[src/design/channel_sum_consts.svh]
`ifndef CHANNEL_SUM_CONSTS_SVH
`define CHANNEL_SUM_CONSTS_SVH

// pixel and partial sum word
`define CS_DATA_WIDTH 32

// image geometry, one channel
`define CS_IMAGE_WIDTH 4
`define CS_IMAGE_HEIGHT 4
`define CS_IMAGE_SIZE (`CS_IMAGE_WIDTH * `CS_IMAGE_HEIGHT)

// input channels folded into each output pixel
`define CS_CHANNEL_NUM 3

// index widths, never narrower than one bit
`define CS_ADDR_WIDTH ((`CS_IMAGE_SIZE > 1) ? $clog2(`CS_IMAGE_SIZE) : 1)
`define CS_CHAN_WIDTH ((`CS_CHANNEL_NUM > 1) ? $clog2(`CS_CHANNEL_NUM) : 1)

`endif
[src/design/channel_sum_pkg.sv]
`include "channel_sum_consts.svh"

package channel_sum_pkg;

	////////////////////
	// scalar words
	////////////////////

	// one pixel, or one running sum of pixels
	typedef logic [`CS_DATA_WIDTH-1:0] pixel_t;

	// position inside one channel image
	typedef logic [`CS_ADDR_WIDTH-1:0] pxl_addr_t;

	// which input channel is streaming
	typedef logic [`CS_CHAN_WIDTH-1:0] chan_idx_t;

	////////////////////
	// bundles
	////////////////////

	// where a pixel sits in the frame
	typedef struct packed {
		pxl_addr_t addr;
		logic      first_chan;
		logic      last_chan;
	} pxl_pos_t;

	// one accepted input as held in the pipeline
	typedef struct packed {
		logic     valid;
		pixel_t   data;
		pxl_pos_t pos;
	} pxl_beat_t;

endpackage

[src/design/channel_sum_top.sv]
module channel_sum_top (
	input  logic                      clk,
	input  logic                      reset,
	input  logic                      valid_in,
	input  channel_sum_pkg::pixel_t   pxl_in,
	output logic                      valid_out,
	output channel_sum_pkg::pixel_t   pxl_out
);

	////////////////////
	// internal wiring
	////////////////////

	channel_sum_pkg::pxl_pos_t  pos;
	channel_sum_pkg::pxl_addr_t rd_addr;
	channel_sum_pkg::pixel_t    rd_data;
	logic                       wr_en;
	channel_sum_pkg::pxl_addr_t wr_addr;
	channel_sum_pkg::pixel_t    wr_data;

	// position and channel of the next input
	pixel_channel_counter i_counter (
		.clk      (clk),
		.reset    (reset),
		.valid_in (valid_in),
		.pos      (pos)
	);

	// running sums, one per pixel
	partial_sum_ram i_ram (
		.clk      (clk),
		.rd_addr  (rd_addr),
		.rd_data  (rd_data),
		.wr_en    (wr_en),
		.wr_addr  (wr_addr),
		.wr_data  (wr_data)
	);

	// read, add, write back, emit
	channel_accumulator i_accum (
		.clk       (clk),
		.reset     (reset),
		.valid_in  (valid_in),
		.pxl_in    (pxl_in),
		.pos       (pos),
		.rd_addr   (rd_addr),
		.rd_data   (rd_data),
		.wr_en     (wr_en),
		.wr_addr   (wr_addr),
		.wr_data   (wr_data),
		.valid_out (valid_out),
		.pxl_out   (pxl_out)
	);

endmodule

[src/design/channel_accumulator.sv]
module channel_accumulator (
	input  logic                         clk,
	input  logic                         reset,
	input  logic                         valid_in,
	input  channel_sum_pkg::pixel_t      pxl_in,
	input  channel_sum_pkg::pxl_pos_t    pos,
	output channel_sum_pkg::pxl_addr_t   rd_addr,
	input  channel_sum_pkg::pixel_t      rd_data,
	output logic                         wr_en,
	output channel_sum_pkg::pxl_addr_t   wr_addr,
	output channel_sum_pkg::pixel_t      wr_data,
	output logic                         valid_out,
	output channel_sum_pkg::pixel_t      pxl_out
);

	channel_sum_pkg::pxl_beat_t beat_in;
	channel_sum_pkg::pxl_beat_t stage;
	channel_sum_pkg::pixel_t    sum;
	logic                       emit;

	////////////////////
	// stage one
	////////////////////

	// gather the input strobe, data and position
	always_comb begin
		beat_in.valid = valid_in;
		beat_in.data  = pxl_in;
		beat_in.pos   = pos;
	end

	// fetch the running sum for the incoming pixel
	assign rd_addr = pos.addr;

	// payload only loads on a real beat
	always_ff @(posedge clk) begin
		if (reset) begin
			stage.valid <= 1'b0;
		end else if (valid_in) begin
			stage <= beat_in;
		end else begin
			stage.valid <= 1'b0;
		end
	end

	////////////////////
	// stage two
	////////////////////

	// first channel starts a fresh sum, stored word is stale
	always_comb begin
		if (stage.pos.first_chan) begin
			sum = stage.data;
		end else begin
			sum = rd_data + stage.data;
		end
	end

	// write back to the same position
	assign wr_en   = stage.valid;
	assign wr_addr = stage.pos.addr;
	assign wr_data = sum;

	// finished sum on the last channel
	assign emit = stage.valid && stage.pos.last_chan;

	////////////////////
	// output
	////////////////////

	always_ff @(posedge clk) begin
		if (reset) begin
			valid_out <= 1'b0;
		end else begin
			valid_out <= emit;
		end
	end

	// holds the last finished sum between strobes
	always_ff @(posedge clk) begin
		if (emit) begin
			pxl_out <= sum;
		end
	end

	////////////////////
	// checks
	////////////////////

	// every output strobe comes from a last-channel input two edges earlier
	a_out_after_last: assert property (
		@(posedge clk) disable iff (reset)
		valid_out |-> $past(valid_in && pos.last_chan, 2)
	) else $error("valid_out without a last-channel input");

endmodule

[src/design/partial_sum_ram.sv]
`include "channel_sum_consts.svh"

module partial_sum_ram (
	input  logic                         clk,
	input  channel_sum_pkg::pxl_addr_t   rd_addr,
	output channel_sum_pkg::pixel_t      rd_data,
	input  logic                         wr_en,
	input  channel_sum_pkg::pxl_addr_t   wr_addr,
	input  channel_sum_pkg::pixel_t      wr_data
);

	////////////////////
	// storage
	////////////////////

	// one running sum per pixel position
	channel_sum_pkg::pixel_t mem [`CS_IMAGE_SIZE];

	always_ff @(posedge clk) begin
		if (wr_en) begin
			mem[wr_addr] <= wr_data;
		end
	end

	// registered read, word valid one edge after the address
	always_ff @(posedge clk) begin
		rd_data <= mem[rd_addr];
	end

	////////////////////
	// checks
	////////////////////

	// write-back trails the read address by one pixel,
	// so the two ports never meet on one word
	a_no_collision: assert property (
		@(posedge clk)
		wr_en |-> (wr_addr != rd_addr)
	) else $error("read and write hit the same address");

endmodule

[src/design/pixel_channel_counter.sv]
`include "channel_sum_consts.svh"

module pixel_channel_counter (
	input  logic                        clk,
	input  logic                        reset,
	input  logic                        valid_in,
	output channel_sum_pkg::pxl_pos_t   pos
);

	////////////////////
	// counters
	////////////////////

	channel_sum_pkg::pxl_addr_t pxl_cnt;
	channel_sum_pkg::chan_idx_t chan_cnt;

	logic last_pxl;
	logic last_chan;

	// end of one channel image
	assign last_pxl  = (pxl_cnt == channel_sum_pkg::pxl_addr_t'(`CS_IMAGE_SIZE - 1));
	// final channel of the frame
	assign last_chan = (chan_cnt == channel_sum_pkg::chan_idx_t'(`CS_CHANNEL_NUM - 1));

	// pixel index steps on every accepted input
	always_ff @(posedge clk) begin
		if (reset) begin
			pxl_cnt <= '0;
		end else if (valid_in) begin
			if (last_pxl) begin
				pxl_cnt <= '0;
			end else begin
				pxl_cnt <= pxl_cnt + 1'b1;
			end
		end
	end

	// channel index steps once per full image
	always_ff @(posedge clk) begin
		if (reset) begin
			chan_cnt <= '0;
		end else if (valid_in && last_pxl) begin
			if (last_chan) begin
				chan_cnt <= '0;
			end else begin
				chan_cnt <= chan_cnt + 1'b1;
			end
		end
	end

	////////////////////
	// position of the next input
	////////////////////

	always_comb begin
		pos.addr       = pxl_cnt;
		pos.first_chan = (chan_cnt == '0);
		pos.last_chan  = last_chan;
	end

	////////////////////
	// checks
	////////////////////

	// both counts wrap before leaving their range
	a_cnt_in_range: assert property (
		@(posedge clk) disable iff (reset)
		(pxl_cnt < `CS_IMAGE_SIZE) && (chan_cnt < `CS_CHANNEL_NUM)
	) else $error("pixel or channel count out of range");

endmodule

[config.mk]
export PLATFORM = sky130hd
export DESIGN_NAME = channel_sum_top
export DESIGN_NICKNAME = d
export VERILOG_FILES = /design/src/design/channel_sum_pkg.sv /design/src/design/channel_sum_top.sv /design/src/design/channel_accumulator.sv /design/src/design/partial_sum_ram.sv /design/src/design/pixel_channel_counter.sv
export VERILOG_INCLUDE_DIRS = /design/src /design/src/design
export SDC_FILE = /design/constraint.sdc
export NUM_CORES = 1
export LEC_CHECK = 0
export ABC_AREA = 0
export BUFFER_PORTS_ARGS = -buffer_cell sky130_fd_sc_hd__buf_4
export CAP_MARGIN = 20
export CORE_UTILIZATION = 52
export CTS_CLUSTER_SIZE = 28
export DETAILED_ROUTE_END_ITERATION = 6
export GPL_ROUTABILITY_DRIVEN = 0
export GPL_TIMING_DRIVEN = 0
export PLACE_DENSITY = 0.68
export SLEW_MARGIN = 25
export SYNTH_ARGS = -nofsm -noshare
export SYNTH_HDL_FRONTEND = slang
export SYNTH_SLANG_ARGS = --single-unit
[constraint.sdc]
create_clock -name clk -period 7.37 [get_ports clk]
set_clock_uncertainty 0.2 [all_clocks]
set_input_delay 2.211 -clock clk [delete_from_list [all_inputs] [get_ports clk]]
set_output_delay 2.211 -clock clk [all_outputs]
set_load 0.05 [all_outputs]
# --- Yosys cells after proc, flatten, opt, wreduce, memory -nomap -nowiden ---
# Memory sizes are Yosys's and may differ from the RTL's. A register that Yosys moved wholly into a read port is not among the register bits.
# Index checks and enable logic that the tools add are counted.
classes:
  bitwise: 1
  mux: 6
  n_reduce_logical: 4
  add_sub_neg: 3
  n_eq_ne: 2
op_table:
  columns: ["op", "n"]
  rows:
  - ["32-bit adder", 1]
  - ["32-bit two-way mux", 1]
  - ["4-bit by 1-bit adder with 4-bit output (second input constant)", 1]
  - ["4-bit equality test (second input constant)", 1]
  - ["4-bit two-way mux", 1]
  - ["1-bit two-way mux", 3]
  - ["2-bit by 1-bit adder with 2-bit output (second input constant)", 1]
  - ["2-bit equality test (second input constant)", 1]
  - ["1-bit logical AND", 2]
  - ["2-bit zero test", 1]
  - ["2-bit two-way mux", 1]
  - ["2-bit AND reduction", 1]
  - ["1-bit inverter", 1]
totals:
  reg_bits: 78
  ram_bits: 512
  n_memories: 1
  out_inout_bits: 33
mem_list:
  columns: ["memory", "words", "width", "read_ports", "rd_clocked_by_memory_dff", "wr", "line_no", "source"]
  rows:
  - ["i_ram.mem", 16, 32, 1, 1, 1, "partial_sum_ram.sv:17", "channel_sum_pkg::pixel_t mem [`CS_IMAGE_SIZE];"]

# --- Longest topological paths before layout ---
# Gate-level depths: netlist (run 1).
depth:
  ltp_word: 2
  mapped_depth: 10

# --- Modules after synthesis ---
# A second synthesis (run 1) with hierarchy kept.
hier_totals:
  cells_unflattened: 1253
  area_unflattened_um2: 24427.2
by_module_without_submodules:
  columns: ["module", "seq_area_each_um2", "n_inst", "area_per_inst_um2", "cells_per_inst"]
  rows:
  - ["partial_sum_ram", 16015.4, 1, 19854.0, 838]
  - ["channel_accumulator", 2142.1, 1, 4301.6, 387]
  - ["pixel_channel_counter", 120.1, 1, 271.5, 28]

# --- Worst setup path after synthesis (run 1) ---
# No wires, ideal clock.
synth_timing:
  path_kind: "in2reg"
  from: "input port valid_in"
  to: "register i_accum.stage[0] (netlist name), enable pin"
  path_slack_ns: 2.512
  cell_stages: 2
  t_arrival_ns: 4.220
  n_path_buf: 1
  path_cell_list: "clkbuf_1 nor2b_1"
synth_between:
  elab_chain_cells: 1
synth_rtl:
  columns: ["element", "line_no", "source"]
  rows:
  - ["start: declaration", "channel_sum_top.sv:4", "input logic valid_in,"]
  - ["2-bit AND reduction (no source line)", null, null]
  - ["end signal: assignment", "channel_accumulator.sv:40", "stage <= beat_in;"]
  - ["end: declaration", "channel_accumulator.sv:17", "channel_sum_pkg::pxl_beat_t stage;"]
# No other way between the ends.
# A chain may end at the register's enable or synchronous reset.

# --- Worst setup path after layout (run 1) ---
layout_timing:
  from: "register i_accum.stage[6] (netlist name)"
  to: "memory i_ram.mem[4][26] (netlist name) (data pin)"
layout_between:
  elab_chain_cells: 2
layout_rtl:
  columns: ["element", "line_no", "source"]
  rows:
  - ["32-bit adder", "channel_accumulator.sv:55", "sum = rd_data + stage.data;"]
  - ["32-bit two-way mux", "channel_accumulator.sv:52", "if (stage.pos.first_chan) begin"]
  - ["named net i_accum.wr_data[26]", "channel_accumulator.sv:11", "output channel_sum_pkg::pixel_t wr_data,"]
  - ["end: declaration", "partial_sum_ram.sv:17", null]
# The timed path passes the listed nets, and every way through them passes these cells.

==> results of run 1 <==
-- stage by stage --
step	area (um2)	std cells
3_5_place_dp	26600	1899
3_3_place_gp	25600	1845
6_report	28700	2014
5_1_grt	28700	2014
4_1_cts	28600	2013
2_1_floorplan	24300	1180
-- worst register-to-register path: stages, from the launching register on --
cell	delay [ps]
edfxtp_1	420
ha_1	250
fa_1	440
a21oi_1	310
o211ai_1	200
a221oi_1	650
nor4_1	230
o21ai_0	400
a21boi_0	200
o21a_1	220
o31ai_2	460
buf_4	280
-- Yosys cell counts, drive strengths merged (6+ instances only) --
master | number | share of area
nand3 | 7 | 0.0014
o21a | 6 | 0.0019
edfxtp | 582 | 0.72
ha | 32 | 0.016
a21oi | 37 | 0.0078
buf | 12 | 0.0023
nand2 | 49 | 0.0076
a21o | 9 | 0.0028
dfxtp | 40 | 0.033
nor2b | 10 | 0.0026
mux4 | 160 | 0.15
o31ai | 6 | 0.0019
inv | 10 | 0.0015
xor2 | 15 | 0.0054
nor3b | 6 | 0.0019
clkbuf | 39 | 0.0060
nor3 | 14 | 0.0029
xnor2 | 10 | 0.0036
nor2 | 38 | 0.0059
o21ai | 38 | 0.0078
-- where the power goes --
part | internal (mW) | switching [mW]
sequential | 3.93 | 0.0320
combinational | 0.283 | 0.382
clock | 1.86 | 1.32
total | 6.08 | 1.73
-- metal layers --
metal | vias to the layer above | global-route usage
met1 | 6403 | 0.340
met3 | 129 | 0.0379
met5 | - | 0
met2 | 527 | 0.369
met4 | 0 | 0.0867
li1 | 5265 | -
-- cell families (layout without fill, tap and decap cells) --
family	count (synthesis)	after routing	share of synthesized area
compound gates	126	126	0.0330
xor+xnor	25	25	0.00900
fa+ha+maj	33	33	0.0173
buf+inv	61	295	0.00983
flops	622	622	0.752
mux	164	164	0.150
simple gates	149	149	0.0293
-- sequential cells by signal, summed over array words and instances (netlist names) --
signal              count
i_ram.mem             512
i_accum.stage          34
i_accum.pxl_out        32
i_ram.rd_data          32
i_accum.wr_addr         4
i_counter.pxl_cnt       4
i_counter.chan_cnt      2
i_accum.valid_out       1
i_accum.wr_en           1
-- worst paths after layout --
| check | end | slack [ps] | depth (start not counted) |
|---|---|---|---|
| hold reg to reg | i_accum.wr_addr[2] | 220 | 0 |
| setup reg to reg | i_ram.mem[4][26] | 2960 | 11 |
| setup / recovery | i_ram.mem[4][26] | 2960 | 11 |
| hold / removal | i_accum.wr_addr[2] | 220 | 0 |
-- layout make-up --
class	instances	area [um2]	area share
sequential	622	18300	0.637
tap	600	751	0.0262
buffer	51	208	0.00724
timing repair buffer	120	1350	0.0470
clock inverter	40	470	0.0164
inverter	10	37.5	0.00131
clock buffer	74	1590	0.0556
multi-input combinational	497	6000	0.209
==> results by stage, run 1 <==
Setup path:
- On the worst path, the slowest cell contributes a delay of 650 ps.
- The largest individual stage delay along the critical path comes from the cell a221oi_1.
- Traced cell by cell, the critical path runs through ha_1 -> fa_1 -> a21oi_1 -> o211ai_1 -> a221oi_1 -> nor4_1 -> o21ai_0 -> a21boi_0 -> o21a_1 -> o31ai_2 -> buf_4.
- The startpoint identified for the worst register-to-register timing path is i_accum.stage[6].
- The launch point of the critical path is i_accum.stage[6].
- The category of the worst setup path capture point is a flip-flop.
- The maximum fanout encountered on the critical timing path is 11.
- Grouping stages by cell kind, the critical path spends the most delay in compound AO/OA/AOI/OAI gates.
- The critical path is of the reg2reg type.
- The required time of the worst setup path is 7650 ps.
- The type of origin of the critical path is a flip-flop.
- STA puts the critical path data arrival time at 4690 ps.
- Counting both buffers and inverters, the worst setup path holds a total of 1.

Logic synthesis:
- The number of flops mapped to enable cells by yosys is 582.
- The Yosys step of the flow raised 0 warnings.
- The post-synthesis instance area is 24300 um2.
- The post-synthesis average cell area is 20.6 um2.
- Counting flops with an async set or reset pin after synthesis yields a share of 0.
- The synthesized netlist cell count is 1180.
- The sequential cell area fraction in the yosys report is 0.752.
- The total nets after synthesis is 1248.
- In the synthesized netlist the dominant register cell turns out to be edfxtp_1.
- The distinct cell type count after synthesis is 51.
- The post-synthesis register bit count is 622.

Floorplanning:
- The floorplan step set the die height to 218 um.
- The placeable core area is 45800 um2.
- The floorplan step defined a die boundary enclosing 47600 um2.
- In this run the core area contains 78 standard-cell rows.
- The die is 218 um wide.
- For this configuration, the core starts out at a cell density of 0.531.
- Pin placement for this block handled 68 I/O pins.

Pwr:
- The worst-case vdd ir drop is 0.207 mV.
- Total power for the finished layout comes to 7.81 mW.
- In this run the power density over the cells is 272 nW/um2.
- The leakage power of the design is 9.34 nW.

Detailed routing:
- The remaining design rule violation count is 0.
- The routed design has 54.4 mm of wire.
- After detailed routing, the met3 layer carries 3.85 mm of wire.
- In the final routed layout, each cell accounts on average for 27.0 um.
- Using the TritonRoute via totals, the vias-per-cell ratio works out to 6.12.
- In this run the remaining antenna-violating nets after routing total 0.
- In this run the top signal layer used is met4.
- The number of DRC markers in iteration 0 is 1417.
- After detailed routing, the wire length on met1 is 22.8 mm.
- The routed via count is 12300.
- In the detailed route, the total length drawn on met2 is 25.9 mm.
- The detailed-router iteration count before antenna repair is 5.

Timing:
- Setup slack closes at 2960 ps.
- The minimum clock period after layout is 4410 ps.
- The worst pin sits at a relative slew slack of 0.304.
- At the pin with the least slew margin, the transition time is 1040 ps.
- Summed over all failing endpoints, the final setup total negative slack is 0 ps.
- The final max-slew violation count is 0.
- Final hold analysis gives a worst-case slack of 221 ps.
- Setup violations remaining at the end of the flow were counted as 0.
- Setup repair after global routing left no endpoint under its margin.
- Of the available clock period, the critical path in the final layout requires 0.598.
- Based on the critical path, the design can be clocked at up to 227 MHz.
- The count of final hold-check violations came to 0.

Layout:
- The number of antenna diodes in the final layout is 0.
- The count of fill cells added during filler insertion is 3084.
- Of the cells placed in the final design, the portion with a size suffix greater than 1 is 0.308.
- The number of nets in the finished design is 1430.
- Compared with the post-synthesis result, the final layout area differs by 18.0%.
- The core occupancy in the finished layout is 0.627.
- Leaving out fill and tap cells, the most frequent cell in the layout is edfxtp_1.
- In the layout the commonest cells are 582 x edfxtp_1, 160 x mux4_2, 89 x buf_4, 60 x clkbuf_16, 49 x nand2_1.

Status:
- The flow ran to the end, and the final reports show no timing, DRC or antenna violations.

Clock network:
- The number of buffers inserted for hold repair after clock tree synthesis is 0.
- The clock tree from TritonCTS is done.
- Buffers added to address setup during post-CTS repair amount to 0.
- The clock tree root buffer cell is clkbuf_16.
- The number of sinks on the clock net is 622.
- The number of buffers created by CTS is 60.
- Clock-pin slew was measured on the worst setup and hold paths at 60 ps.
- The clock passes through at most 3 buffers.
- Post-CTS repair changed the size of 0 cells.
- The number of levels the H-tree was split into is 2.
- The clock latency at the later pin of the worst-skew pair is 630 ps.

Global routing:
- The number of global-route vias before repair came to 12400.
- The global route total overflow is 0.
- The first global-routing pass estimated 80.3 mm of wire.
- In the global route stage, overall resource usage came out at 0.236.
- The initial antenna violation count came to 0.
- Entering global routing, the biggest net connects 20 pins.

Placed design:
- The number of port buffers is 65.
- At the placement stage, the worst setup path has a slack of 3020 ps.
- Detailed placement finished with a half-perimeter wire length of 35.8 mm.

Hold path:
- The worst hold path belongs to the class reg2reg.
- The startpoint identified for the worst hold timing path is i_counter.pxl_cnt[2].

Flow run:
- The number of maximum-capacitance violations is 0.
(Power assumes the default switching activity.)
==> run 2: changes to the inputs <==
--- a/config.mk
+++ b/config.mk
@@ -14,7 +14,7 @@
 export DETAILED_ROUTE_END_ITERATION = 6
 export GPL_ROUTABILITY_DRIVEN = 0
 export GPL_TIMING_DRIVEN = 0
-export PLACE_DENSITY = 0.68
+export PLACE_DENSITY = 0.71
 export SLEW_MARGIN = 25
 export SYNTH_ARGS = -nofsm -noshare
 export SYNTH_HDL_FRONTEND = slang
==> constraint.sdc (replaced) <==
create_clock -name clk -period 4 [get_ports clk]
set_clock_uncertainty 0.2 [all_clocks]
set_input_delay 1.2 -clock clk [delete_from_list [all_inputs] [get_ports clk]]
set_output_delay 1.2 -clock clk [all_outputs]
set_load 0.05 [all_outputs]
==> results by stage, run 2 (synthesized netlist as in run 1, its figures left out) <==
Global routing:
- The fraction of met2 tracks used by global routing is 0.364.
- The first global-routing pass estimated 80.2 mm of wire.
- For this run, the total global-route usage over all layers was measured as 0.236.
- After global routing the overflow that remains totals 0.
- Entering global routing, the biggest net connects 21 pins.
- The met1 demand-to-capacity share in global routing is 0.340.
- The global-route track usage on met3 is 0.0352.
- The number of global-route vias before repair is 12200.
- The initial antenna violation count was 2.
- In this run the most used layer during global routing was met2.

Timing:
- The final max-slew violation count is 0.
- The worst hold slack is 233 ps.
- Setup violations remaining at the end of the flow were counted as 0.
- In this run the tightest slew margin relative to its limit is 0.289.
- Derived from the worst setup path, the maximum achievable clock frequency is 264 MHz.
- In the final timing run, aggregate negative setup slack is 0 ps.
- Setup repair after global routing left no endpoint under its margin.
- The minimum clock period after layout is 3790 ps.
- The final period utilization is 0.946.
- For the pin with the worst max-slew slack, the measured transition is 1070 ps.
- The count of final hold-check violations is 0.

Layout:
- The number of diodes is 0.
- After routing the design area is 28600 um2.
- The library cell used most frequently in the layout, excluding fill and tap cells, is edfxtp_1.
- The proportion of layout cells with a drive suffix above 1 is 0.309.
- The most flop-heavy register is i_ram.mem.
- The number of nets in the finished design is 1431.
- The flip-flop count of the largest register, all copies and words added is 512.
- In the final layout, the registers with the most flip-flops are i_ram.mem (512), i_accum.stage (34).
- Leaving out fill and tap cells, the most frequent cells in the layout are 582 x edfxtp_1, 160 x mux4_2, 90 x buf_4, 60 x clkbuf_16, 53 x clkbuf_1.
- The final cell count without fillers is 2014.
- From synthesis to final layout, the design area changed by 17.8%.
- After filler insertion, the fill cell instance count of the layout stands at 3071.

Clock network:
- CTS built an H-tree with a depth of 2.
- The clock tree root buffer cell is clkbuf_16.
- Counting the buffers created by CTS gives 59.
- The clock tree from TritonCTS is done.
- Hold repair after CTS inserted 0 buffers.
- The clock latency at the later pin of the worst-skew pair is 620 ps.
- After clock tree synthesis, the clock-pin slew on the worst setup and hold paths is 60 ps.
- The number of sinks on the clock net is 622.
- The longest clock path from root to sink contains 3 buffers.

Detailed routing:
- The detailed-route vias per instance is 6.08.
- The average wire per standard cell is 26.9 um.
- The final layout contains routed wiring with a total length of 54.2 mm.
- The number of DRC markers in iteration 0 is 1265.
- The routed via count is 12200.
- After detailed routing, the number of remaining DRC violations is 0.
- The detailed-router iteration count before antenna repair is 7.
- Once detail routing completed, the nets flagged for antenna violations numbered 0.

Flow run:
- The number of maximum-capacitance violations is 0.

Floorplanning:
- The initial core utilization is 0.531.
- Pin placement for this block handled 68 I/O pins.
- The row count is 78.
- The horizontal die dimension is 218 um.
- The area enclosed by the die boundary is 47600 um2.
- The placeable core area is 45800 um2.
- The y dimension of the die is 218 um.

Setup path:
- The startpoint identified for the worst register-to-register timing path is i_accum.stage[6].
- The worst setup slack for register-to-register paths is 210 ps.
- The endpoint of the worst register-to-register path is i_ram.mem[6][26].
- The category of the worst setup path capture point is a flip-flop.
- The worst setup path is launched from a flip-flop.
- Counting cells, the worst reg-to-reg path comes to 13.
- The type of the worst setup path is reg2reg.
- Data on the critical path arrives at its endpoint at 4070 ps.
- The maximum fanout encountered on the critical timing path is 13.
- Data on the critical path is required at its endpoint by 4280 ps.

Pwr:
- The worst-case vdd ir drop is 0.384 mV.
- The power per cell area is 495 nW/um2.
- The leakage power of the design is 9.30 nW.
- The overall power after layout is 14.2 mW.

Hold path:
- The worst hold path belongs to the class reg2reg.
- The startpoint identified for the worst hold timing path is i_counter.pxl_cnt[3].
- The worst hold path terminates at i_accum.wr_addr[3].
- Along the worst hold path, the cell count comes to 0.

Placed design:
- In this run the cell area measured after placement is 26500 um2.
- The number of placed instances, taps included is 1898.
- The HPWL after detailed placement is 35.7 mm.
- The number of port buffers is 65.

Status:
- The run finished with clean final reports.
[run 2: worst max path at each step]
stage	startpoint	end	slack, ps	cells after the start
after CTS	i_accum.stage[6]	i_ram.mem[6][26]	7	11
after global placement	i_accum.wr_addr[2]	i_ram.mem[0][4]	-2710	2
after detailed placement	i_accum.stage[6]	i_accum.pxl_out[30]	-460	10
after global routing	i_accum.stage[6]	i_ram.mem[10][30]	4	11
final	i_accum.stage[6]	i_ram.mem[6][26]	210	13
after floorplan	i_accum.stage[10]	i_accum.pxl_out[29]	140	9
[run 2: cell type report]
cell class / instances / area, um2 / area share
clock buffers: 85 / 1670 / 0.0582
flip-flops and latches: 622 / 18300 / 0.638
well taps: 600 / 751 / 0.0262
repair buffers: 122 / 1330 / 0.0464
clock inverters: 27 / 310 / 0.0108
inverters: 10 / 37.5 / 0.00131
plain buffers: 51 / 209 / 0.00730
multi-input cells: 497 / 6060 / 0.212
[run 2: report_power, final]
part,total (mW),internal [mW],switching [mW]
Sequential,7.31,7.25,0.0605
Clock,5.64,3.28,2.35
Combinational,1.24,0.529,0.712
[run 2: timing repair]
| action | 4_1_cts | 5_1_grt |
|---|---|---|
| setup endpoints to repair | 153 | 136 |
| gates resized for setup | 6 | 6 |
| pin swaps | 1 | 2 |
| endpoints found under the hold margin | 0 | 0 |
| buffers inserted | 1 | 3 |
[run 2: worst max-delay path: stages, from the launching register on]
cell	delay, ps
edfxtp_1	420
ha_1	260
fa_1	430
a21oi_1	310
o211ai_1	220
a221oi_2	250
buf_4	170
nor4_1	70
o21ai_0	310
a21boi_0	200
o21a_1	230
o31ai_4	260
buf_12	170
buf_4	130
[run 2: stage by stage]
step,util,worst slack (ps)
3_3_place_gp,0.558,-2710
6_report,0.626,214
3_5_place_dp,0.579,-462
2_1_floorplan,-,141
5_1_grt,0.626,3.56
4_1_cts,0.623,7.06
[run 2: metal layers]
layer | up-vias | wire length, um
met5 | - | 25
met4 | 4 | 2150
met3 | 127 | 3380
met2 | 472 | 25700
met1 | 6374 | 23000
li1 | 5261 | -
==> run 3: changes to the inputs <==
--- a/config.mk
+++ b/config.mk
@@ -9,12 +9,14 @@
 export ABC_AREA = 0
 export BUFFER_PORTS_ARGS = -buffer_cell sky130_fd_sc_hd__buf_4
 export CAP_MARGIN = 20
-export CORE_UTILIZATION = 52
+export CELL_PAD_IN_SITES_DETAIL_PLACEMENT = 1
+export CELL_PAD_IN_SITES_GLOBAL_PLACEMENT = 2
+export CORE_UTILIZATION = 44
 export CTS_CLUSTER_SIZE = 28
 export DETAILED_ROUTE_END_ITERATION = 6
 export GPL_ROUTABILITY_DRIVEN = 0
 export GPL_TIMING_DRIVEN = 0
-export PLACE_DENSITY = 0.71
+export PLACE_DENSITY = 0.75
 export SLEW_MARGIN = 25
 export SYNTH_ARGS = -nofsm -noshare
 export SYNTH_HDL_FRONTEND = slang
==> results by stage, run 3 (synthesized netlist as in run 1, its figures left out) <==
Hold path:
- The critical hold path startpoint is i_counter.pxl_cnt[2].
- The class of the tightest hold or removal check is reg2reg.
- The worst hold path was traced through 0 stages.
- For hold timing, the worst endpoint is i_accum.wr_addr[2].

Floorplanning:
- The placeable core area is 54200 um2.
- The area enclosed by the die boundary is 56200 um2.
- The initial core utilization is 0.448.
- In this run the count of I/O pins placed on the die edge is 68.
- The horizontal die dimension is 237 um.
- In this run the vertical extent of the chip is 237 um.
- The row count is 85.

Timing:
- The highest clock rate is 261 MHz.
- At the pin with the least slew margin, the transition time is 1020 ps.
- The final-report setup violation count is 0.
- In the finished design, the share of the clock period the worst path needs comes to 0.959.
- Setup repair after global routing left no endpoint under its margin.
- Hold is met by 229 ps.
- The worst-case headroom to the max-slew limit is 0.323.
- The minimum clock period after layout is 3840 ps.
- The count of final hold-check violations came to 0.
- The final max-slew violation count is 0.

Layout:
- Ranked by flip-flop count, first place goes to i_ram.mem.
- The largest registers in the layout are i_ram.mem (512), i_accum.stage (34).
- The library cells used most frequently in the layout, excluding fill and tap cells, are 582 x edfxtp_1, 160 x mux4_2, 99 x buf_4, 70 x clkbuf_16, 52 x clkbuf_1.
- The number of nets in the finished design is 1446.
- The proportion of layout cells with a drive suffix above 1 is 0.310.
- The number of diodes is 0.
- The area added between synthesis and finish is 19.5%.
- Summing all non-filler instances in the final layout gives an area of 29100 um2.
- The most common cell after layout, fill and taps aside is edfxtp_1.
- The register with the most flip-flops in the layout has 512 of them.

Clock network:
- Clock tree synthesis found a total of 622 sinks.
- Clock-pin slew was measured on the worst setup and hold paths at 60 ps.
- The number of levels the H-tree was split into is 3.
- The clock tree root buffer cell is clkbuf_16.
- The maximum buffer depth of the clock tree is 3.
- At the later pin of the worst-skew pair, clock insertion delay measures 610 ps.
- The number of buffers created by CTS is 67.
- TritonCTS built the clock tree.

Detailed routing:
- In the routed design, unresolved DRC markers number 0.
- The detailed-route vias per instance is 5.82.
- The average wire per standard cell is 28.4 um.
- The detailed-router iteration count before antenna repair is 5.
- The routed wire length is 60.5 mm.
- Summing over every cut layer, the via total after detailed routing is 12400.
- After the first detailed-routing iteration, the DRC count stood at 1076.
- The detail route stage leaves a number of antenna-violating nets equal to 0.

Setup path:
- In this run the critical register-to-register path is captured at i_accum.pxl_out[26].
- The type of origin of the critical path is a flip-flop.
- The maximum fanout encountered on the critical timing path is 13.
- The depth of the worst register-to-register path is 12.
- The origin of the critical flop-to-flop path is i_accum.stage[6].
- The required time of the worst setup path is 4250 ps.
- STA classifies the critical path endpoint as a flip-flop.
- The setup check on the worst reg-to-reg path leaves a slack of 160 ps.
- At the worst endpoint, the arrival time is 4080 ps.
- The worst setup path is of the reg2reg kind.

Pwr:
- The worst-case vdd ir drop is 0.335 mV.
- The design draws 14.7 mW.
- The leakage power of the design is 9.45 nW.
- The power per cell area is 506 nW/um2.

Global routing:
- The global routing usage summed across all routing layers is 0.222.
- The first global-routing pass estimated 88.2 mm of wire.
- The initial antenna violation count is 0.
- The pin count of the biggest net entering global routing is 21.
- The number of global-route vias before repair came to 13200.
- The global route total overflow is 0.

Status:
- The flow ran to the end, and the final reports show no timing, DRC or antenna violations.

Placed design:
- The cell area after placement is 26800 um2.
- The HPWL after detailed placement is 41.3 mm.
- The number of port buffers is 65.

Flow run:
- The tool flagged a number of max-cap violations equal to 0.
[run 3: cell types whose count changed in the layout (fill, tap and decap cells not counted), sizes merged]
cell	previous run	this run
clkbuf	124	129
clkinvlp	6	3
buf	134	139
clkinv	14	24
[run 3: per-stage QoR]
step	instances	worst slack, ps	utilization	setup TNS, ps
2_1_floorplan	1180	141	-	0
3_3_place_gp	1941	-2630	0.473	-718590
3_5_place_dp	2001	-560	0.493	-41140
4_1_cts	2126	2.69	0.534	0
5_1_grt	2127	2.62	0.536	0
6_report	2127	163	0.536	0
[run 3: timing repair]
| item | 4_1_cts | 5_1_grt |
|---|---|---|
| resized for setup | 5 | 5 |
| hold endpoints to repair | 0 | 0 |
| setup buffers | 3 | 1 |
| endpoints found under the setup margin | 153 | 60 |
| hold buffers | 0 | 0 |
| pin swaps | 2 | 1 |
[run 3: worst max-delay path by stage]
stage | start | to | slack [ps] | cells after the start
2_1_floorplan | i_accum.stage[10] | i_accum.pxl_out[29] | 140 | 9
3_3_place_gp | i_accum.wr_addr[2] | i_ram.mem[0][11] | -2630 | 2
3_5_place_dp | i_accum.stage[6] | i_ram.mem[6][28] | -560 | 9
4_1_cts | i_accum.stage[6] | i_accum.pxl_out[18] | 3 | 10
5_1_grt | i_accum.stage[6] | i_accum.pxl_out[26] | 3 | 12
6_report | i_accum.stage[6] | i_accum.pxl_out[26] | 160 | 12
[run 3: per-layer routing]
layer | vias to the layer above | GRT usage | part of all wire | routed length [um]
li1 | 5304 | - | - | -
met2 | 327 | 0.366 | 0.49 | 29900
met1 | 6635 | 0.303 | 0.43 | 26100
met4 | 0 | 0.0761 | 0.028 | 1700
met3 | 104 | 0.0356 | 0.046 | 2800
met5 | - | 0 | 0 | 0
[run 3: worst max-delay path: stages, from the launching register on]
cell,delay (ps)
edfxtp_1,410
ha_1,230
fa_1,260
a21oi_1,130
o211ai_1,420
a221oi_2,100
buf_4,180
nor4_1,510
o21ai_1,220
a21boi_0,300
nor3_1,120
o31ai_4,340
buf_4,250
[run 3: final cells by class]
type | count | area [um2]
timing repair buffer | 129 | 1450
sequential | 622 | 18300
clock buffer | 88 | 1830
multi-input combinational | 497 | 6040
tap | 696 | 871
inverter | 10 | 37.5
buffer | 51 | 210
fill | 4798 | 25200
clock inverter | 34 | 349
[run 3: power by group]
group	switching, mW	internal [mW]
registers	0.0596	7.25
logic	0.742	0.536
clock network	2.49	3.62
